`src/hw/log2_params.svh`:
```
`ifndef LOG2_PARAMS_SVH
`define LOG2_PARAMS_SVH

// Fixed point input, 16 integer bits and 8 fraction bits
`define LOG2_IN_W 24

// Exponent is the leading-one position within the integer part
`define LOG2_EXP_W 4

// Output fraction, one table entry
`define LOG2_FRAC_W 8

// Table depth is 2**LOG2_ADDR_W
`define LOG2_ADDR_W 6

// Mantissa slice taken from input bits 22 down to 2
`define LOG2_MANT_W 21

`endif

```
`src/hw/log2Pkg.sv`:
```
`include "log2_params.svh"

package log2Pkg;

	typedef logic [`LOG2_IN_W-1:0]   log2In_t;   // Raw sample, xxxx.yy in hex
	typedef logic [`LOG2_EXP_W-1:0]  log2Exp_t;  // Integer part of the log
	typedef logic [`LOG2_FRAC_W-1:0] log2Frac_t; // Fractional part of the log
	typedef logic [`LOG2_ADDR_W-1:0] lutAddr_t;  // Fraction table index
	typedef logic [`LOG2_MANT_W-1:0] mant_t;     // Bits below the top input bit

	// Stage 1 output, 27 bits
	typedef struct packed {
		logic     valid;
		logic     underflow; // Sample below 1.00
		log2Exp_t exp;
		mant_t    mant;      // Not yet normalized
	} encStage_t;

	// Stage 2 output, 12 bits
	typedef struct packed {
		logic     valid;
		logic     underflow;
		log2Exp_t exp;
		lutAddr_t addr;      // Six bits after the leading one
	} normStage_t;

	// Stage 3 and top level output, 14 bits
	typedef struct packed {
		logic      valid;
		logic      underflow;
		log2Exp_t  exp;
		log2Frac_t frac;
	} log2Result_t;

endpackage

```
`src/hw/leadingOneEncoder.sv`:
```
`timescale 1ns/1ps

module leadingOneEncoder
(
	input  logic               clk,
	input  logic               arstN,
	input  logic               inValid,   // One strobe per sample
	input  log2Pkg::log2In_t   inData,
	output log2Pkg::encStage_t stage
);
	import log2Pkg::*;

	log2Exp_t expNext;   // Leading-one position, bit 8 counts as 0
	logic     intZero;   // Nothing set in the integer part

	assign intZero = (inData[23:8] == 16'h0000);

	// Priority scan, highest set bit wins
	always_comb
	begin
		casez (inData[23:8])
			16'b1???????????????: expNext = 4'd15;
			16'b01??????????????: expNext = 4'd14;
			16'b001?????????????: expNext = 4'd13;
			16'b0001????????????: expNext = 4'd12;
			16'b00001???????????: expNext = 4'd11;
			16'b000001??????????: expNext = 4'd10;
			16'b0000001?????????: expNext = 4'd9;
			16'b00000001????????: expNext = 4'd8;
			16'b000000001???????: expNext = 4'd7;
			16'b0000000001??????: expNext = 4'd6;
			16'b00000000001?????: expNext = 4'd5;
			16'b000000000001????: expNext = 4'd4;
			16'b0000000000001???: expNext = 4'd3;
			16'b00000000000001??: expNext = 4'd2;
			16'b000000000000001?: expNext = 4'd1;
			default:              expNext = 4'd0; // Exactly 1.xx, or underflow
		endcase
	end

	always_ff @(posedge clk or negedge arstN)
	begin
		if (!arstN)
		begin
			stage <= '0;
		end
		else
		begin
			stage.valid     <= inValid;
			stage.underflow <= intZero;    // Negative log, flagged only
			stage.exp       <= expNext;    // Already 0 when underflow
			stage.mant      <= inData[22:2]; // Top bit never needed after the shift
		end
	end

endmodule

```
`src/hw/mantissaNormalizer.sv`:
```
`timescale 1ns/1ps

`include "log2_params.svh"

module mantissaNormalizer
(
	input  logic                clk,
	input  logic                arstN,
	input  log2Pkg::encStage_t  encIn,
	output log2Pkg::normStage_t normOut
);
	import log2Pkg::*;

	mant_t    shifted;   // Leading one pushed just past the top
	lutAddr_t addrNext;

	// Shift by 15 - exp, the bit after the leading one lands on the MSB
	assign shifted = encIn.mant << ~encIn.exp;

	// Table index is the top six bits
	assign addrNext = shifted[`LOG2_MANT_W-1 -: `LOG2_ADDR_W];

	always_ff @(posedge clk or negedge arstN)
	begin
		if (!arstN)
		begin
			normOut <= '0;
		end
		else
		begin
			normOut.valid     <= encIn.valid;
			normOut.underflow <= encIn.underflow;
			normOut.exp       <= encIn.exp;
			normOut.addr      <= addrNext; // Don't care on underflow, masked later
		end
	end

endmodule

```
`src/hw/fractionLut.sv`:
```
`timescale 1ns/1ps

module fractionLut
(
	input  logic                 clk,
	input  logic                 arstN,
	input  log2Pkg::normStage_t  normIn,
	output log2Pkg::log2Result_t result
);
	import log2Pkg::*;

	log2Frac_t fracNext;   // Table output before the underflow mask

	// Entry i holds round(log2(1 + i/64) * 256)
	always_comb
	begin
		case (normIn.addr)
			6'd0:  fracNext = 8'd0;
			6'd1:  fracNext = 8'd6;
			6'd2:  fracNext = 8'd11;
			6'd3:  fracNext = 8'd17;
			6'd4:  fracNext = 8'd22;
			6'd5:  fracNext = 8'd28;
			6'd6:  fracNext = 8'd33;
			6'd7:  fracNext = 8'd38;
			6'd8:  fracNext = 8'd44;  // 43.50, rounds up
			6'd9:  fracNext = 8'd49;
			6'd10: fracNext = 8'd54;
			6'd11: fracNext = 8'd59;
			6'd12: fracNext = 8'd63;
			6'd13: fracNext = 8'd68;
			6'd14: fracNext = 8'd73;
			6'd15: fracNext = 8'd78;
			6'd16: fracNext = 8'd82;  // 1.25
			6'd17: fracNext = 8'd87;
			6'd18: fracNext = 8'd92;
			6'd19: fracNext = 8'd96;
			6'd20: fracNext = 8'd100;
			6'd21: fracNext = 8'd105;
			6'd22: fracNext = 8'd109;
			6'd23: fracNext = 8'd113;
			6'd24: fracNext = 8'd118;
			6'd25: fracNext = 8'd122;
			6'd26: fracNext = 8'd126;
			6'd27: fracNext = 8'd130;
			6'd28: fracNext = 8'd134;
			6'd29: fracNext = 8'd138;
			6'd30: fracNext = 8'd142;
			6'd31: fracNext = 8'd146;
			6'd32: fracNext = 8'd150; // 1.5
			6'd33: fracNext = 8'd154;
			6'd34: fracNext = 8'd157;
			6'd35: fracNext = 8'd161;
			6'd36: fracNext = 8'd165;
			6'd37: fracNext = 8'd169; // Just above the halfway point
			6'd38: fracNext = 8'd172;
			6'd39: fracNext = 8'd176;
			6'd40: fracNext = 8'd179;
			6'd41: fracNext = 8'd183;
			6'd42: fracNext = 8'd186;
			6'd43: fracNext = 8'd190;
			6'd44: fracNext = 8'd193;
			6'd45: fracNext = 8'd197;
			6'd46: fracNext = 8'd200;
			6'd47: fracNext = 8'd203;
			6'd48: fracNext = 8'd207; // 1.75
			6'd49: fracNext = 8'd210;
			6'd50: fracNext = 8'd213;
			6'd51: fracNext = 8'd216;
			6'd52: fracNext = 8'd220;
			6'd53: fracNext = 8'd223;
			6'd54: fracNext = 8'd226;
			6'd55: fracNext = 8'd229;
			6'd56: fracNext = 8'd232;
			6'd57: fracNext = 8'd235;
			6'd58: fracNext = 8'd238;
			6'd59: fracNext = 8'd241;
			6'd60: fracNext = 8'd244;
			6'd61: fracNext = 8'd247;
			6'd62: fracNext = 8'd250;
			6'd63: fracNext = 8'd253; // Top entry, log2 stays below 1.0
			default: fracNext = 8'd0;
		endcase
	end

	always_ff @(posedge clk or negedge arstN)
	begin
		if (!arstN)
		begin
			result <= '0;
		end
		else
		begin
			result.valid     <= normIn.valid;
			result.underflow <= normIn.underflow;
			result.exp       <= normIn.exp;
			if (normIn.underflow)
			begin
				result.frac <= '0;      // Below 1.00, report log as zero
			end
			else
			begin
				result.frac <= fracNext;
			end
		end
	end

endmodule

```
`src/hw/log2Pipe.sv`:
```
`timescale 1ns/1ps

// Three-stage base-2 log, one sample per cycle
// Stage 1 finds the exponent, stage 2 normalizes, stage 3 looks up the fraction
module log2Pipe
(
	input  logic                 clk,
	input  logic                 arstN,
	input  logic                 inValid,   // Sample strobe, no handshake
	input  log2Pkg::log2In_t     inData,
	output log2Pkg::log2Result_t result     // Valid three cycles after inValid
);
	import log2Pkg::*;

	encStage_t  encStage;    // Stage 1 to stage 2
	normStage_t normStage;   // Stage 2 to stage 3

	// Priority encoder and mantissa capture
	leadingOneEncoder u_encoder
	(
		.clk     (clk),
		.arstN   (arstN),
		.inValid (inValid),
		.inData  (inData),
		.stage   (encStage)
	);

	// Barrel shift, table index out
	mantissaNormalizer u_normalizer
	(
		.clk     (clk),
		.arstN   (arstN),
		.encIn   (encStage),
		.normOut (normStage)
	);

	// Fraction table, registered result
	fractionLut u_lut
	(
		.clk    (clk),
		.arstN  (arstN),
		.normIn (normStage),
		.result (result)
	);

endmodule

```
`config.mk`:
```
export PLATFORM = sky130hd
export DESIGN_NAME = log2Pipe
export DESIGN_NICKNAME = d
export VERILOG_FILES = /design/src/hw/log2Pkg.sv /design/src/hw/leadingOneEncoder.sv /design/src/hw/mantissaNormalizer.sv /design/src/hw/fractionLut.sv /design/src/hw/log2Pipe.sv
export VERILOG_INCLUDE_DIRS = /design/src /design/src/hw
export SDC_FILE = /design/constraint.sdc
export NUM_CORES = 1
export LEC_CHECK = 0
export BUFFER_PORTS_ARGS = -buffer_cell sky130_fd_sc_hd__buf_4
export CORE_MARGIN = 2
export CORE_UTILIZATION = 41
export DETAILED_ROUTE_END_ITERATION = 8
export GPL_ROUTABILITY_DRIVEN = 0
export HOLD_SLACK_MARGIN = 0.03
export SETUP_SLACK_MARGIN = 0.05
export SLEW_MARGIN = 20
export SYNTH_ARGS = -nofsm -noshare
export SYNTH_HDL_FRONTEND = slang
export SYNTH_HIERARCHICAL = 1
export SYNTH_SLANG_ARGS = --single-unit
```
`constraint.sdc`:
```
create_clock -name clk -period 2.99 [get_ports clk]
set_input_delay 0.4485 -clock clk [delete_from_list [all_inputs] [get_ports clk]]
set_output_delay 0.4485 -clock clk [all_outputs]
set_load 0.1 [all_outputs]
```
==> results by group <==
Run status
  • Run status: complete, no violations

CTS
  • CTS tree: built
  • Post-CTS Setup Repair Bufs: 0
  • Worst-Skew Late Latency: approximately 0.30 ns
  • Root cell of the clock tree: clkbuf_8
  • Resize count post-CTS: 0
  • CTS Buf Count: 5
  • # hold bufs at CTS: 0
  • CTS clk-pin slew, worst paths: 0.09 ns
  • Max Buffers Root-to-Sink: 2
  • H-tree Lvls: 2
  • CTS sink count: between 50 and 60

Placed design
  • I/O Buffers: 38
  • Pre-CTS WS: slightly above 0.9 ns
  • Area of placed instances: about 0.0033 sq mm
  • Post-DP HPWL: a little over 4000 microns

Layout
  • Layout area overhead: 12.8%
  • Commonest non-fill, non-tap cell in the layout: dfrtp_1
  • Total inserted antenna cells: 0
  • Post-layout net count: 310
  • Design area: 0.00337 sq mm
  • Commonest cells after routing, fill and taps aside: 53 x dfrtp_1, 41 x buf_4, 17 x nor2_1
  • Share of layout cells above drive strength 1: 26.8%

Timing
  • Fmax: between 0.4 and 0.5 GHz
  • RSZ-0062 raised after global routing: no
  • Sum Neg Setup Slack: 0 ns
  • Final Hold Vio Count: 0
  • Pins Over Slew Limit: 0
  • Worst Skew: ~0.0045 ns
  • Measured slew at the worst slew-check pin: roughly 0.96 ns
  • Hold slack: around 0.17 ns
  • Fin crit share: between 60% and 70%
  • Final worst path period need: 2.09 ns
  • # setup viols final: 0
  • Max_slew headroom: 36.0%
  • Final WS setup: 0.903 ns

GRT
  • Initial antenna violation count: 0
  • Global Route Usage Sum: around 16%
  • Vias in the first global route: approximately 2000
  • First-pass GRT wire length: between 9000 and 10000 microns
  • Largest net degree at the start of global routing: 54
  • Overflow left after global routing: 0

Floorplan
  • IO Pins: a little over 40
  • Rows: 31
  • Initial core utilization: a little over two fifths
  • Core area: ~0.007 sq mm
  • Die Y: between 80 and 90 microns
  • Die width: between 80 and 90 microns
  • DIE AREA: between 0.007 and 0.008 sq mm

Power and ir drop
  • Sw frac: roughly 39%
  • Max IR drop VDD: approximately 0.24 mV
  • Clk network pwr share: between 20% and 30%
  • Comb power frac: between 30% and 40%
  • P_int: roughly 0.0012 W
  • Pleak: between 1 and 1.5 nW
  • Sequential fraction of design power: between 40% and 50%
  • Pwr/cell area: ~570 mW/mm^2
  • Power Total: between 0.0015 and 0.002 W
  • NetSw: approximately 0.00074 W

Worst setup path
  • Slowest CP cell: dfrtp_1
  • Largest stage delay, worst path: roughly 0.55 ns
  • Crit-path max FO: 10
  • Worst EP arrival: between 2 and 2.5 ns
  • Setup crit end kind: flip-flop
  • WS Path Type: reg -> reg
  • CP required: around 3.2 ns
  • Cell Chain, Critical Path: inv_1 > ha_1 > nor2b_1 > a211o_1 > a221o_1 > o31ai_1
  • Crit path launch type: flip-flop

Hold path
  • Worst hold-check path type: in -> async

Route
  • Routed vias/inst: roughly 5.5
  • Antenna viol nets, final: 0
  • WL/cell: 15.5 microns
  • Final WL: around 5800 microns
  • Vias: between 2000 and 2500
  • DRC: 0
  • First drt pass iteration count: 4
  • Initial drt markers: 68

Yosys
  • Avg Cell Area, Syn: roughly 12 sq um
  • YS warnings: 6
  • Synth async-reset ratio: 100%
  • Syn nets: 278
  • Mapped Area: approximately 0.0030 sq mm
  • Register area share after synthesis: between 40% and 50%
  • Post-Syn Instances: 240
  • Post-synth EDFFs: 0
  • Seq cells post-synth: 53
  • Predominant post-synthesis flop cell: dfrtp_1
  • Yosys cell types: 50

Flow run
  • Max Cap Viol: 0
## Yosys cell counts, types with 2 or more instances
master | instances | area [sq um]
a211o_1 | 2 | 17.5
a211oi_1 | 8 | 60.1
a21oi_1 | 9 | 45.0
a221oi_1 | 2 | 17.5
a31oi_1 | 3 | 18.8
buf_2 | 7 | 35.0
buf_4 | 2 | 15.0
buf_6 | 6 | 67.6
dfrtp_1 | 53 | 1330
ha_1 | 11 | 138
inv_1 | 10 | 37.5
mux2_2 | 6 | 67.6
mux2i_1 | 15 | 150
mux4_1 | 9 | 236
mux4_2 | 8 | 180
nand2_1 | 10 | 37.5
nand2b_1 | 4 | 25.0
nor2_1 | 17 | 63.8
nor2b_1 | 5 | 31.3
nor3_1 | 2 | 10.0
nor4_1 | 3 | 18.8
o21ai_0 | 9 | 45.0
o221ai_1 | 3 | 26.3
o22a_1 | 2 | 17.5
o22ai_1 | 3 | 18.8
o31ai_1 | 3 | 22.5
o32ai_1 | 2 | 17.5
or2_2 | 4 | 25.0
## worst paths after layout
path / startpoint / end / slack [ns] / depth (start not counted)
max reg2reg: u_normalizer/normOut[0] / u_lut/result[3] / 0.90 / 6
max: u_normalizer/normOut[0] / u_lut/result[3] / 0.90 / 6
min in group clk: inValid / u_encoder/stage[26] / 0.25 / 1
max in group asynchronous: arstN / u_encoder/stage[13] / 2.40 / 1
min reg2reg: u_encoder/stage[26] / u_normalizer/normOut[11] / 0.35 / 0
min: arstN / u_lut/result[13] / 0.17 / 1
## layout make-up
class | instances | area [sq um]
clock buffers | 5 | 68.8
clock inverters | 2 | 13.8
fillers | 691 | 3770
inverters | 11 | 41.3
multi-input cells | 160 | 1490
flip-flops and latches | 53 | 1330
well taps | 99 | 124
repair buffers | 41 | 308
## sequential cells by signal (all words and copies together), names as in the netlist
| register | count |
|---|---|
| u_lut/result | 14 |
| u_normalizer/normOut | 12 |
| u_encoder/stage | 27 |
## power groups by stage
stage | logic [W] | clock network (W) | registers (W)
6_report | 0.000670 | 0.000383 | 0.000857
5_1_grt | 0.000720 | 0.000438 | 0.000871
4_1_cts | 0.000675 | 0.000407 | 0.000858
3_5_place_dp | 0.000674 | 0 | 0.000873
3_3_place_gp | 0.000668 | 0 | 0.000872
2_1_floorplan | 0.000326 | 0 | 0.00107
## stage by stage
step,cells,utilization [%]
after floorplan,240,-
after global placement,364,46.0
after detailed placement,364,46.0
after CTS,371,47.2
after global routing,371,47.2
final,371,47.2
## metal layers
metal  track usage [%]  vias up  share of wire [%]
met1              19.7     1019                 43
li1                  -      984                  -
met3              2.77        2                2.9
met2              28.5       37                 54
met5                 0        -                  0
met4              4.07        0               0.50
## worst max-delay path: cells and delay by family (launching register included)
kind                     cells  cell delay, ns
AND/OR/NAND/NOR              1            0.18
flip-flops                   1            0.55
buffers and inverters        1            0.19
AO/OA/AOI/OAI                3            0.67
adder cells (fa/ha/maj)      1            0.41
## cell families (layout without fill, tap and decap cells)
logic type / after synthesis / in the layout / share of synthesized area (%)
buf+inv: 27 / 59 / 5.82
fa+ha+maj: 11 / 11 / 4.61
compound gates: 58 / 58 / 14.2
simple gates: 53 / 53 / 9.72
mux: 38 / 38 / 21.2
flops: 53 / 53 / 44.4
Note: power is estimated with default switching activity, not from simulation.
